[src/memCtrlPkg.sv]
`default_nettype none

package memCtrlPkg;

    // bus widths
    localparam int addrWidth    = 32;
    localparam int wordWidth    = 32;
    localparam int byteWidth    = 8;
    localparam int bytesPerWord = 4;

    // stage counter runs 0..4
    localparam int stageWidth = 3;
    localparam int lenWidth   = 3;

    localparam int opWidth    = 2;
    localparam int ownerWidth = 2;

    // transfer in progress
    localparam logic [opWidth-1:0] opFetch = 2'd0;
    localparam logic [opWidth-1:0] opLoad  = 2'd1;
    localparam logic [opWidth-1:0] opStore = 2'd2;

    // data is 01, fetch is 10
    localparam logic [ownerWidth-1:0] ownerNone  = 2'b00;
    localparam logic [ownerWidth-1:0] ownerData  = 2'b01;
    localparam logic [ownerWidth-1:0] ownerFetch = 2'b10;

    // RAM write strobe values
    localparam logic memRead  = 1'b0;
    localparam logic memWrite = 1'b1;

    // arbiter states
    localparam logic [1:0] arbIdle = 2'd0;
    localparam logic [1:0] arbBusy = 2'd1;
    localparam logic [1:0] arbTail = 2'd2;

    // filled one byte lane at a time, handed out as a word
    typedef union packed {
        logic [wordWidth-1:0]                    word;
        logic [bytesPerWord-1:0][byteWidth-1:0] bytes;
    } memWord_u;

endpackage

`default_nettype wire

[src/memArbiter.sv]
`timescale 1ns/1ps
`default_nettype none

module memArbiter (
    input  logic                              clk,
    input  logic                              rst,
    input  logic                              ready,
    input  logic                              ioFull,
    input  logic                              fetchEn,
    input  logic                              dataEn,
    input  logic                              dataStore,
    input  logic                              finish,
    output logic                              start,
    output logic [memCtrlPkg::opWidth-1:0]    op,
    output logic [memCtrlPkg::ownerWidth-1:0] owner
);

    logic                              active;
    logic                              idle;
    logic [1:0]                        state;
    logic [memCtrlPkg::opWidth-1:0]    opReg;
    logic [memCtrlPkg::opWidth-1:0]    nextOp;
    logic [memCtrlPkg::ownerWidth-1:0] ownerReg;
    logic [memCtrlPkg::ownerWidth-1:0] nextOwner;

    assign active = ready && !ioFull;
    assign idle   = (state == memCtrlPkg::arbIdle);
    assign start  = active && idle && (fetchEn || dataEn);

    // data side beats fetch
    always_comb begin
        if (dataEn) begin
            nextOwner = memCtrlPkg::ownerData;
            nextOp    = dataStore ? memCtrlPkg::opStore : memCtrlPkg::opLoad;
        end else begin
            nextOwner = memCtrlPkg::ownerFetch;
            nextOp    = memCtrlPkg::opFetch;
        end
    end

    // grant is visible in the start cycle itself
    assign op    = idle ? nextOp : opReg;
    assign owner = idle ? (start ? nextOwner : memCtrlPkg::ownerNone) : ownerReg;

    always_ff @(posedge clk) begin
        if (rst) begin
            state    <= memCtrlPkg::arbIdle;
            opReg    <= memCtrlPkg::opFetch;
            ownerReg <= memCtrlPkg::ownerNone;
        end else if (active) begin
            case (state)
                memCtrlPkg::arbIdle: begin
                    if (start) begin
                        opReg    <= nextOp;
                        ownerReg <= nextOwner;
                        // one-byte store finishes in its start cycle
                        state    <= finish ? memCtrlPkg::arbTail : memCtrlPkg::arbBusy;
                    end
                end
                memCtrlPkg::arbBusy: begin
                    if (finish) begin
                        state <= memCtrlPkg::arbTail;
                    end
                end
                // done cycle, requester still holds its enable
                memCtrlPkg::arbTail: begin
                    state    <= memCtrlPkg::arbIdle;
                    ownerReg <= memCtrlPkg::ownerNone;
                end
                default: begin
                    state <= memCtrlPkg::arbIdle;
                end
            endcase
        end
    end

    // no second grant until the sequencer closes the current transfer
    startLocked: assert property (@(posedge clk) disable iff (rst)
        start && !finish |=> !start until finish);

endmodule

`default_nettype wire

[src/byteSequencer.sv]
`timescale 1ns/1ps
`default_nettype none

module byteSequencer (
    input  logic                             clk,
    input  logic                             rst,
    input  logic                             ready,
    input  logic                             ioFull,
    input  logic                             start,
    input  logic [memCtrlPkg::opWidth-1:0]   op,
    input  logic [memCtrlPkg::addrWidth-1:0] fetchAddr,
    input  logic [memCtrlPkg::addrWidth-1:0] dataAddr,
    input  logic [memCtrlPkg::lenWidth-1:0]  dataLen,
    input  logic [memCtrlPkg::wordWidth-1:0] dataWrite,
    output logic [memCtrlPkg::addrWidth-1:0] memAddr,
    output logic                             memWe,
    output logic [memCtrlPkg::byteWidth-1:0] memWdata,
    output logic                             finish,
    output logic [memCtrlPkg::stageWidth-1:0] capture
);

    logic                              active;
    logic                              running;
    logic                              storing;
    logic [memCtrlPkg::stageWidth-1:0] stage;
    logic [memCtrlPkg::stageWidth-1:0] lastStage;
    logic [memCtrlPkg::addrWidth-1:0]  baseReg;
    logic [memCtrlPkg::addrWidth-1:0]  baseSel;
    logic [memCtrlPkg::addrWidth-1:0]  base;

    assign active = ready && !ioFull;

    // stage stays zero between transfers
    assign running = start || (stage != '0);
    assign storing = running && (op == memCtrlPkg::opStore);

    assign baseSel = (op == memCtrlPkg::opFetch) ? fetchAddr : dataAddr;
    assign base    = start ? baseSel : baseReg;
    assign memAddr = base + memCtrlPkg::addrWidth'(stage);

    // loads end one stage after their last read, stores on their last write
    always_comb begin
        case (op)
            memCtrlPkg::opFetch: lastStage = memCtrlPkg::stageWidth'(memCtrlPkg::bytesPerWord);
            memCtrlPkg::opStore: lastStage = dataLen - 3'd1;
            default:             lastStage = dataLen;
        endcase
    end

    assign finish = active && running && (stage == lastStage);

    // read data lags its address by one cycle, 3'b111 means nothing arriving
    assign capture = stage - 3'd1;

    assign memWe    = storing ? memCtrlPkg::memWrite : memCtrlPkg::memRead;
    assign memWdata = storing ?
        dataWrite[stage[1:0] * memCtrlPkg::byteWidth +: memCtrlPkg::byteWidth] : '0;

    always_ff @(posedge clk) begin
        if (rst) begin
            stage   <= '0;
            baseReg <= '0;
        end else if (active) begin
            if (finish) begin
                stage <= '0;
            end else if (running) begin
                stage <= stage + 3'd1;
            end
            if (start) begin
                baseReg <= baseSel;
            end
        end
    end

    // length 3 is not supported
    dataLenLegal: assert property (@(posedge clk) disable iff (rst)
        start && (op != memCtrlPkg::opFetch) |-> dataLen inside {3'd1, 3'd2, 3'd4});

endmodule

`default_nettype wire

[src/responseAssembler.sv]
`timescale 1ns/1ps
`default_nettype none

module responseAssembler (
    input  logic                              clk,
    input  logic                              rst,
    input  logic                              ready,
    input  logic                              ioFull,
    input  logic [memCtrlPkg::opWidth-1:0]    op,
    input  logic [memCtrlPkg::stageWidth-1:0] capture,
    input  logic                              finish,
    input  logic [memCtrlPkg::byteWidth-1:0]  memRdata,
    output logic                              fetchDone,
    output logic [memCtrlPkg::wordWidth-1:0]  fetchInst,
    output logic                              dataDone,
    output logic [memCtrlPkg::wordWidth-1:0]  dataRead
);

    logic                 active;
    memCtrlPkg::memWord_u word;
    memCtrlPkg::memWord_u nextWord;

    assign active = ready && !ioFull;

    // first byte clears the rest, so short loads come out zero-extended
    always_comb begin
        nextWord = word;
        if (op != memCtrlPkg::opStore && capture < memCtrlPkg::bytesPerWord) begin
            if (capture == '0) begin
                nextWord.word = '0;
            end
            nextWord.bytes[capture[1:0]] = memRdata;
        end
    end

    always_ff @(posedge clk) begin
        if (rst) begin
            fetchDone <= 1'b0;
            dataDone  <= 1'b0;
        end else if (active) begin
            fetchDone <= finish && (op == memCtrlPkg::opFetch);
            dataDone  <= finish && (op != memCtrlPkg::opFetch);
        end
    end

    // last byte arrives in the finish cycle so it comes from nextWord
    always_ff @(posedge clk) begin
        if (active) begin
            word <= nextWord;
            if (finish && op == memCtrlPkg::opFetch) begin
                fetchInst <= nextWord.word;
            end
            if (finish && op == memCtrlPkg::opLoad) begin
                dataRead <= nextWord.word;
            end
        end
    end

    // each done pulse lasts a single active cycle
    donePulse: assert property (@(posedge clk) disable iff (rst)
        (fetchDone || dataDone) && active |=> !fetchDone && !dataDone);

endmodule

`default_nettype wire

[src/memCtrl.sv]
`timescale 1ns/1ps
`default_nettype none

module memCtrl (
    input  logic                              clk,
    input  logic                              rst,
    input  logic                              ready,
    input  logic                              ioFull,

    // instruction fetch
    input  logic                              fetchEn,
    input  logic [memCtrlPkg::addrWidth-1:0]  fetchAddr,
    output logic                              fetchDone,
    output logic [memCtrlPkg::wordWidth-1:0]  fetchInst,

    // data cache
    input  logic                              dataEn,
    input  logic                              dataStore,
    input  logic [memCtrlPkg::lenWidth-1:0]   dataLen,
    input  logic [memCtrlPkg::wordWidth-1:0]  dataWrite,
    input  logic [memCtrlPkg::addrWidth-1:0]  dataAddr,
    output logic                              dataDone,
    output logic [memCtrlPkg::wordWidth-1:0]  dataRead,

    // byte RAM
    input  logic [memCtrlPkg::byteWidth-1:0]  memRdata,
    output logic [memCtrlPkg::addrWidth-1:0]  memAddr,
    output logic                              memWe,
    output logic [memCtrlPkg::byteWidth-1:0]  memWdata,

    output logic [memCtrlPkg::ownerWidth-1:0] owner
);

    logic                              start;
    logic                              finish;
    logic [memCtrlPkg::opWidth-1:0]    op;
    logic [memCtrlPkg::stageWidth-1:0] capture;

    memArbiter arbiter (
        .clk       (clk),
        .rst       (rst),
        .ready     (ready),
        .ioFull    (ioFull),
        .fetchEn   (fetchEn),
        .dataEn    (dataEn),
        .dataStore (dataStore),
        .finish    (finish),
        .start     (start),
        .op        (op),
        .owner     (owner)
    );

    byteSequencer sequencer (
        .clk       (clk),
        .rst       (rst),
        .ready     (ready),
        .ioFull    (ioFull),
        .start     (start),
        .op        (op),
        .fetchAddr (fetchAddr),
        .dataAddr  (dataAddr),
        .dataLen   (dataLen),
        .dataWrite (dataWrite),
        .memAddr   (memAddr),
        .memWe     (memWe),
        .memWdata  (memWdata),
        .finish    (finish),
        .capture   (capture)
    );

    // returned bytes and done pulses
    responseAssembler assembler (
        .clk       (clk),
        .rst       (rst),
        .ready     (ready),
        .ioFull    (ioFull),
        .op        (op),
        .capture   (capture),
        .finish    (finish),
        .memRdata  (memRdata),
        .fetchDone (fetchDone),
        .fetchInst (fetchInst),
        .dataDone  (dataDone),
        .dataRead  (dataRead)
    );

endmodule

`default_nettype wire

[config.mk]
export PLATFORM = sky130hd
export DESIGN_NAME = memCtrl
export DESIGN_NICKNAME = d
export VERILOG_FILES = /design/src/memCtrlPkg.sv /design/src/memArbiter.sv /design/src/byteSequencer.sv /design/src/responseAssembler.sv /design/src/memCtrl.sv
export SDC_FILE = /design/constraint.sdc
export NUM_CORES = 1
export LEC_CHECK = 0
export BUFFER_PORTS_ARGS = -buffer_cell sky130_fd_sc_hd__buf_2
export CAP_MARGIN = 15
export CORE_ASPECT_RATIO = 1.25
export CORE_MARGIN = 5
export CORE_UTILIZATION = 45
export DETAILED_ROUTE_END_ITERATION = 7
export PLACE_DENSITY = 0.72
export SLEW_MARGIN = 30
export SYNTH_ARGS = -nofsm -noshare
export SYNTH_HDL_FRONTEND = slang
export SYNTH_SLANG_ARGS = --single-unit
[constraint.sdc]
create_clock -name clk -period 11.2 [get_ports clk]
set_clock_uncertainty 0.05 [all_clocks]
set_input_delay 2.24 -clock clk [delete_from_list [all_inputs] [get_ports clk]]
set_output_delay 2.24 -clock clk [all_outputs]
set_load 0.02 [all_outputs]
==> run_summary.xml <==
<?xml version="1.0" encoding="UTF-8"?>
<metrics>
  <group name="cts">
    <metric name="cts_buffer_depth" unit="">2</metric>
    <metric name="tritoncts_clock_tree" unit="">done</metric>
    <metric name="cts_htree_levels" unit="">4</metric>
    <metric name="numCtsBuffers" unit="">17</metric>
    <metric name="reg_clk_slew_reported_paths" unit="ps">60</metric>
    <metric name="clock_root_cell" unit="">sky130_fd_sc_hd__clkbuf_16</metric>
    <metric name="postCtsHoldBufs" unit="">0</metric>
    <metric name="cts_num_sinks" unit="">139</metric>
    <metric name="post_cts_repair_setup_buffers" unit="">0</metric>
    <metric name="clock_latency" unit="ps">420</metric>
    <metric name="post_cts_resize_count" unit="">0</metric>
  </group>
  <group name="synth">
    <metric name="syn_avg_cell_area" unit="um^2">11.5</metric>
    <metric name="syn_inst_count" unit="">588</metric>
    <metric name="ys_ff_latch" unit="">139</metric>
    <metric name="synth_top_area_cell" unit="">sky130_fd_sc_hd__edfxtp_1</metric>
    <metric name="yosysTopAreaCellShare" unit="">0.425</metric>
    <metric name="synth_nets" unit="">712</metric>
    <metric name="ys.flop_type" unit="">sky130_fd_sc_hd__edfxtp_1</metric>
    <metric name="netlist_area" unit="mm^2">0.00678</metric>
    <metric name="yosysSeqAreaShare" unit="">0.552</metric>
    <metric name="synthTopCellsByArea" unit="">sky130_fd_sc_hd__edfxtp_1 42%, sky130_fd_sc_hd__dfxtp_1 13%, sky130_fd_sc_hd__nand2_1 4.0%</metric>
    <metric name="postSynth.asyncResetShare" unit="">0</metric>
    <metric name="synth_warnings" unit="">0</metric>
    <metric name="synth.distinct_cells" unit="">59</metric>
    <metric name="number_of_synthesized_flops_with_an_enable_pin" unit="">96</metric>
  </group>
  <group name="grt">
    <metric name="grt_start_max_net_pins" unit="">44</metric>
    <metric name="first_global_vias" unit="">5382</metric>
    <metric name="grt_overflow_total" unit="">0</metric>
    <metric name="grt_antenna_before_repair" unit="">1</metric>
    <metric name="track_usage" unit="">0.199</metric>
    <metric name="grt_first_pass_wirelength" unit="mm">28.1</metric>
  </group>
  <group name="floorplanning">
    <metric name="core-area" unit="mm^2">0.0149</metric>
    <metric name="die_w" unit="um">120</metric>
    <metric name="placementRows" unit="">50</metric>
    <metric name="i_o_pin_count" unit="">223</metric>
    <metric name="die_area" unit="mm^2">0.0176</metric>
    <metric name="start_util" unit="">0.456</metric>
    <metric name="die_y" unit="um">147</metric>
  </group>
  <group name="placed_design">
    <metric name="dpl_worst_slack" unit="ps">2930</metric>
    <metric name="place_congestion" unit="">0.835</metric>
    <metric name="io_buffers" unit="">222</metric>
    <metric name="hpwl" unit="mm">13.2</metric>
  </group>
  <group name="critical_path">
    <metric name="cp_data_arrival_time" unit="ps">6020</metric>
    <metric name="cp_slowest_cell" unit="">sky130_fd_sc_hd__nor4_4</metric>
    <metric name="critPathCaptureType" unit="">output pin</metric>
    <metric name="timing.critical_path.cells" unit="">buf_2 -&gt; or3b_1 -&gt; buf_4 -&gt; nand2_2 -&gt; mux2i_1 -&gt; o21ai_0 -&gt; ha_1 -&gt; inv_1 -&gt; fa_1 -&gt; inv_1 -&gt; a21oi_1 -&gt; a311oi_2 -&gt; nand4_1 -&gt; nor4_4 -&gt; nand3_1 -&gt; xnor2_1 -&gt; buf_2</metric>
    <metric name="worst-setup-path-type" unit="">input pin to output pin</metric>
    <metric name="critical_path_peak_fanout" unit="">24</metric>
    <metric name="cp.required" unit="ps">8910</metric>
    <metric name="worst_path_largest_cell_delay" unit="ps">480</metric>
    <metric name="launching_element_type_of_the_critical_path" unit="">input pin</metric>
  </group>
  <group name="power">
    <metric name="power.density" unit="mW/mm^2">152</metric>
    <metric name="power_leakage" unit="nW">3.60</metric>
    <metric name="power.ir.vdd_worst" unit="mV">0.0776</metric>
    <metric name="fin_total_pwr" unit="W">0.00130</metric>
  </group>
  <group name="timing">
    <metric name="tightestPinTransition" unit="ps">865</metric>
    <metric name="clock.fmax" unit="MHz">120</metric>
    <metric name="worst_case_setup_margin_in_the_final_layout" unit="ps">2890</metric>
    <metric name="drv_slew" unit="">0</metric>
    <metric name="final-setup-viol-count" unit="">0</metric>
    <metric name="period_share" unit="">0.742</metric>
    <metric name="slew_headroom" unit="">0.423</metric>
    <metric name="setup-tns-final" unit="ps">0</metric>
    <metric name="final.min_clock_period" unit="ps">8310</metric>
    <metric name="rsz_0062_raised_after_global_routing" unit="">no</metric>
    <metric name="hold_violations" unit="">0</metric>
  </group>
  <group name="drt">
    <metric name="totalWireLength" unit="mm">17.7</metric>
    <metric name="ant_nets" unit="">0</metric>
    <metric name="top_layer_used" unit="">met5</metric>
    <metric name="post_route_m1_wl" unit="mm">7.14</metric>
    <metric name="routed-wl-met3" unit="mm">1.36</metric>
    <metric name="viasPerCell" unit="">5.44</metric>
    <metric name="vias" unit="">5444</metric>
    <metric name="avgRoutedWirePerCell" unit="um">17.7</metric>
    <metric name="detailedRoute.firstIterationViolations" unit="">350</metric>
    <metric name="drt_drc_violations_left" unit="">0</metric>
    <metric name="met2_wirelength" unit="mm">8.76</metric>
    <metric name="first_pass_iters" unit="">4</metric>
  </group>
  <group name="final_layout">
    <metric name="n_fill_cell" unit="">1271</metric>
    <metric name="area_growth" unit="%">26.4</metric>
    <metric name="final_nets" unit="">930</metric>
    <metric name="n_antenna_cell" unit="">0</metric>
    <metric name="mostFrequentLayoutCells" unit="">222 x sky130_fd_sc_hd__buf_2, 96 x sky130_fd_sc_hd__edfxtp_1, 73 x sky130_fd_sc_hd__nand2_1</metric>
    <metric name="drive_gt1_frac" unit="">0.382</metric>
    <metric name="final_common_cell" unit="">sky130_fd_sc_hd__buf_2</metric>
  </group>
  <group name="worst_hold_path">
    <metric name="hp-class" unit="">flip-flop to flip-flop</metric>
  </group>
  <group name="run">
    <metric name="drv_cap" unit="">0</metric>
  </group>
  <group name="status">
    <metric name="status" unit="">completed</metric>
  </group>
</metrics>
[kinds of logic (layout without fill, tap and decap cells)]
| group | Yosys count | in the layout | share of synthesized area |
|---|---|---|---|
| DFF | 139 | 139 | 0.552 |
| muxes | 12 | 12 | 0.0325 |
| AOI/OAI and AO/OA | 122 | 122 | 0.129 |
| and+or+nand+nor | 225 | 225 | 0.182 |
| buffers and inverters | 45 | 276 | 0.0397 |
| adders and majority gates | 10 | 10 | 0.0196 |
| xor gates and xnor gates | 35 | 35 | 0.0452 |
[routing by layer]
layer	GRT usage	vias up
li1	-	2596
met1	0.241	2585
met2	0.333	227
met3	0.0631	34
met4	0.0745	2
met5	0	-
[flip-flops by register name (all words and copies together), names as in the netlist]
| register | flops |
|---|---|
| arbiter.state | 2 |
| assembler.word | 32 |
| sequencer.stage | 3 |
| arbiter.opReg | 2 |
| sequencer.baseReg | 32 |
| arbiter.ownerReg | 2 |
| assembler.dataRead | 32 |
| assembler.fetchDone | 1 |
| assembler.dataDone | 1 |
| assembler.fetchInst | 32 |
[worst max-delay path: cells and delay by family]
family	cells	cell delay, ps
XOR/XNOR	1	170
AND/OR/NAND/NOR	5	1540
AO/OA/AOI/OAI	3	610
adder cells (fa/ha/maj)	2	630
multiplexers	1	100
buffers and inverters	5	700
[cells in the mapped netlist, types with 2 or more instances]
master                      n
sky130_fd_sc_hd__a31o_2     7
sky130_fd_sc_hd__nand4_1    8
sky130_fd_sc_hd__nor4_4     4
sky130_fd_sc_hd__buf_4      3
sky130_fd_sc_hd__nand4_2    3
sky130_fd_sc_hd__o21a_1     2
sky130_fd_sc_hd__buf_6      5
sky130_fd_sc_hd__a22oi_1    3
sky130_fd_sc_hd__mux2i_1    4
sky130_fd_sc_hd__ha_1       9
sky130_fd_sc_hd__buf_12     2
sky130_fd_sc_hd__nor2_2     5
sky130_fd_sc_hd__edfxtp_1  96
sky130_fd_sc_hd__mux4_2     8
sky130_fd_sc_hd__nor2_1    28
sky130_fd_sc_hd__dfxtp_1   43
sky130_fd_sc_hd__clkbuf_1  15
sky130_fd_sc_hd__nand2b_1   2
sky130_fd_sc_hd__xnor2_1   24
sky130_fd_sc_hd__nand3_1   41
sky130_fd_sc_hd__a31oi_1   11
sky130_fd_sc_hd__and2_1     4
sky130_fd_sc_hd__a22o_1    16
sky130_fd_sc_hd__and3_1     4
sky130_fd_sc_hd__xor2_1    11
sky130_fd_sc_hd__a311oi_2   2
sky130_fd_sc_hd__inv_1     12
sky130_fd_sc_hd__o21ai_0   29
sky130_fd_sc_hd__a31oi_2   12
sky130_fd_sc_hd__or3b_1     2
sky130_fd_sc_hd__nand2_1   73
sky130_fd_sc_hd__nor2b_1   32
sky130_fd_sc_hd__nor3_1     5
sky130_fd_sc_hd__a21oi_1   33
sky130_fd_sc_hd__buf_2      6
[final timing paths]
| check | cells past startpoint | endpoint | startpoint | slack (ps) |
|---|---|---|---|---|
| max | 17 | memAddr[24] | dataEn | 2890 |
| min | 2 | arbiter.ownerReg[0] | arbiter.ownerReg[0] | 420 |
| max reg2reg | 7 | assembler.dataRead[17] | sequencer.stage[0] | 7560 |
| min reg2reg | 2 | arbiter.ownerReg[0] | arbiter.ownerReg[0] | 420 |
[through the flow]
step,hold slack [ps],std cells,area (um^2),util
after floorplan,387,588,6780,-
after global placement,396,969,7970,0.535
after detailed placement,409,969,7970,0.535
after CTS,419,1001,8570,0.576
after global routing,466,1001,8570,0.576
final,417,1001,8570,0.576
[power breakdown]
part,switching [W],internal [W]
logic,0.0000971,0.0000630
clock network,0.000238,0.000338
registers,0.00000563,0.000561
total,0.000341,0.000962
[cell type report]
| class | instances | area, um^2 | share of cell area |
|---|---|---|---|
| clock inverters | 15 | 178 | 0.0207 |
| clock buffers | 17 | 425 | 0.0496 |
| multi-input cells | 404 | 2770 | 0.323 |
| well taps | 182 | 228 | 0.0266 |
| repair buffers | 231 | 1180 | 0.137 |
| flip-flops and latches | 139 | 3740 | 0.437 |
| inverters | 13 | 48.8 | 0.00569 |
Note: power is estimated with default switching activity, not from simulation.
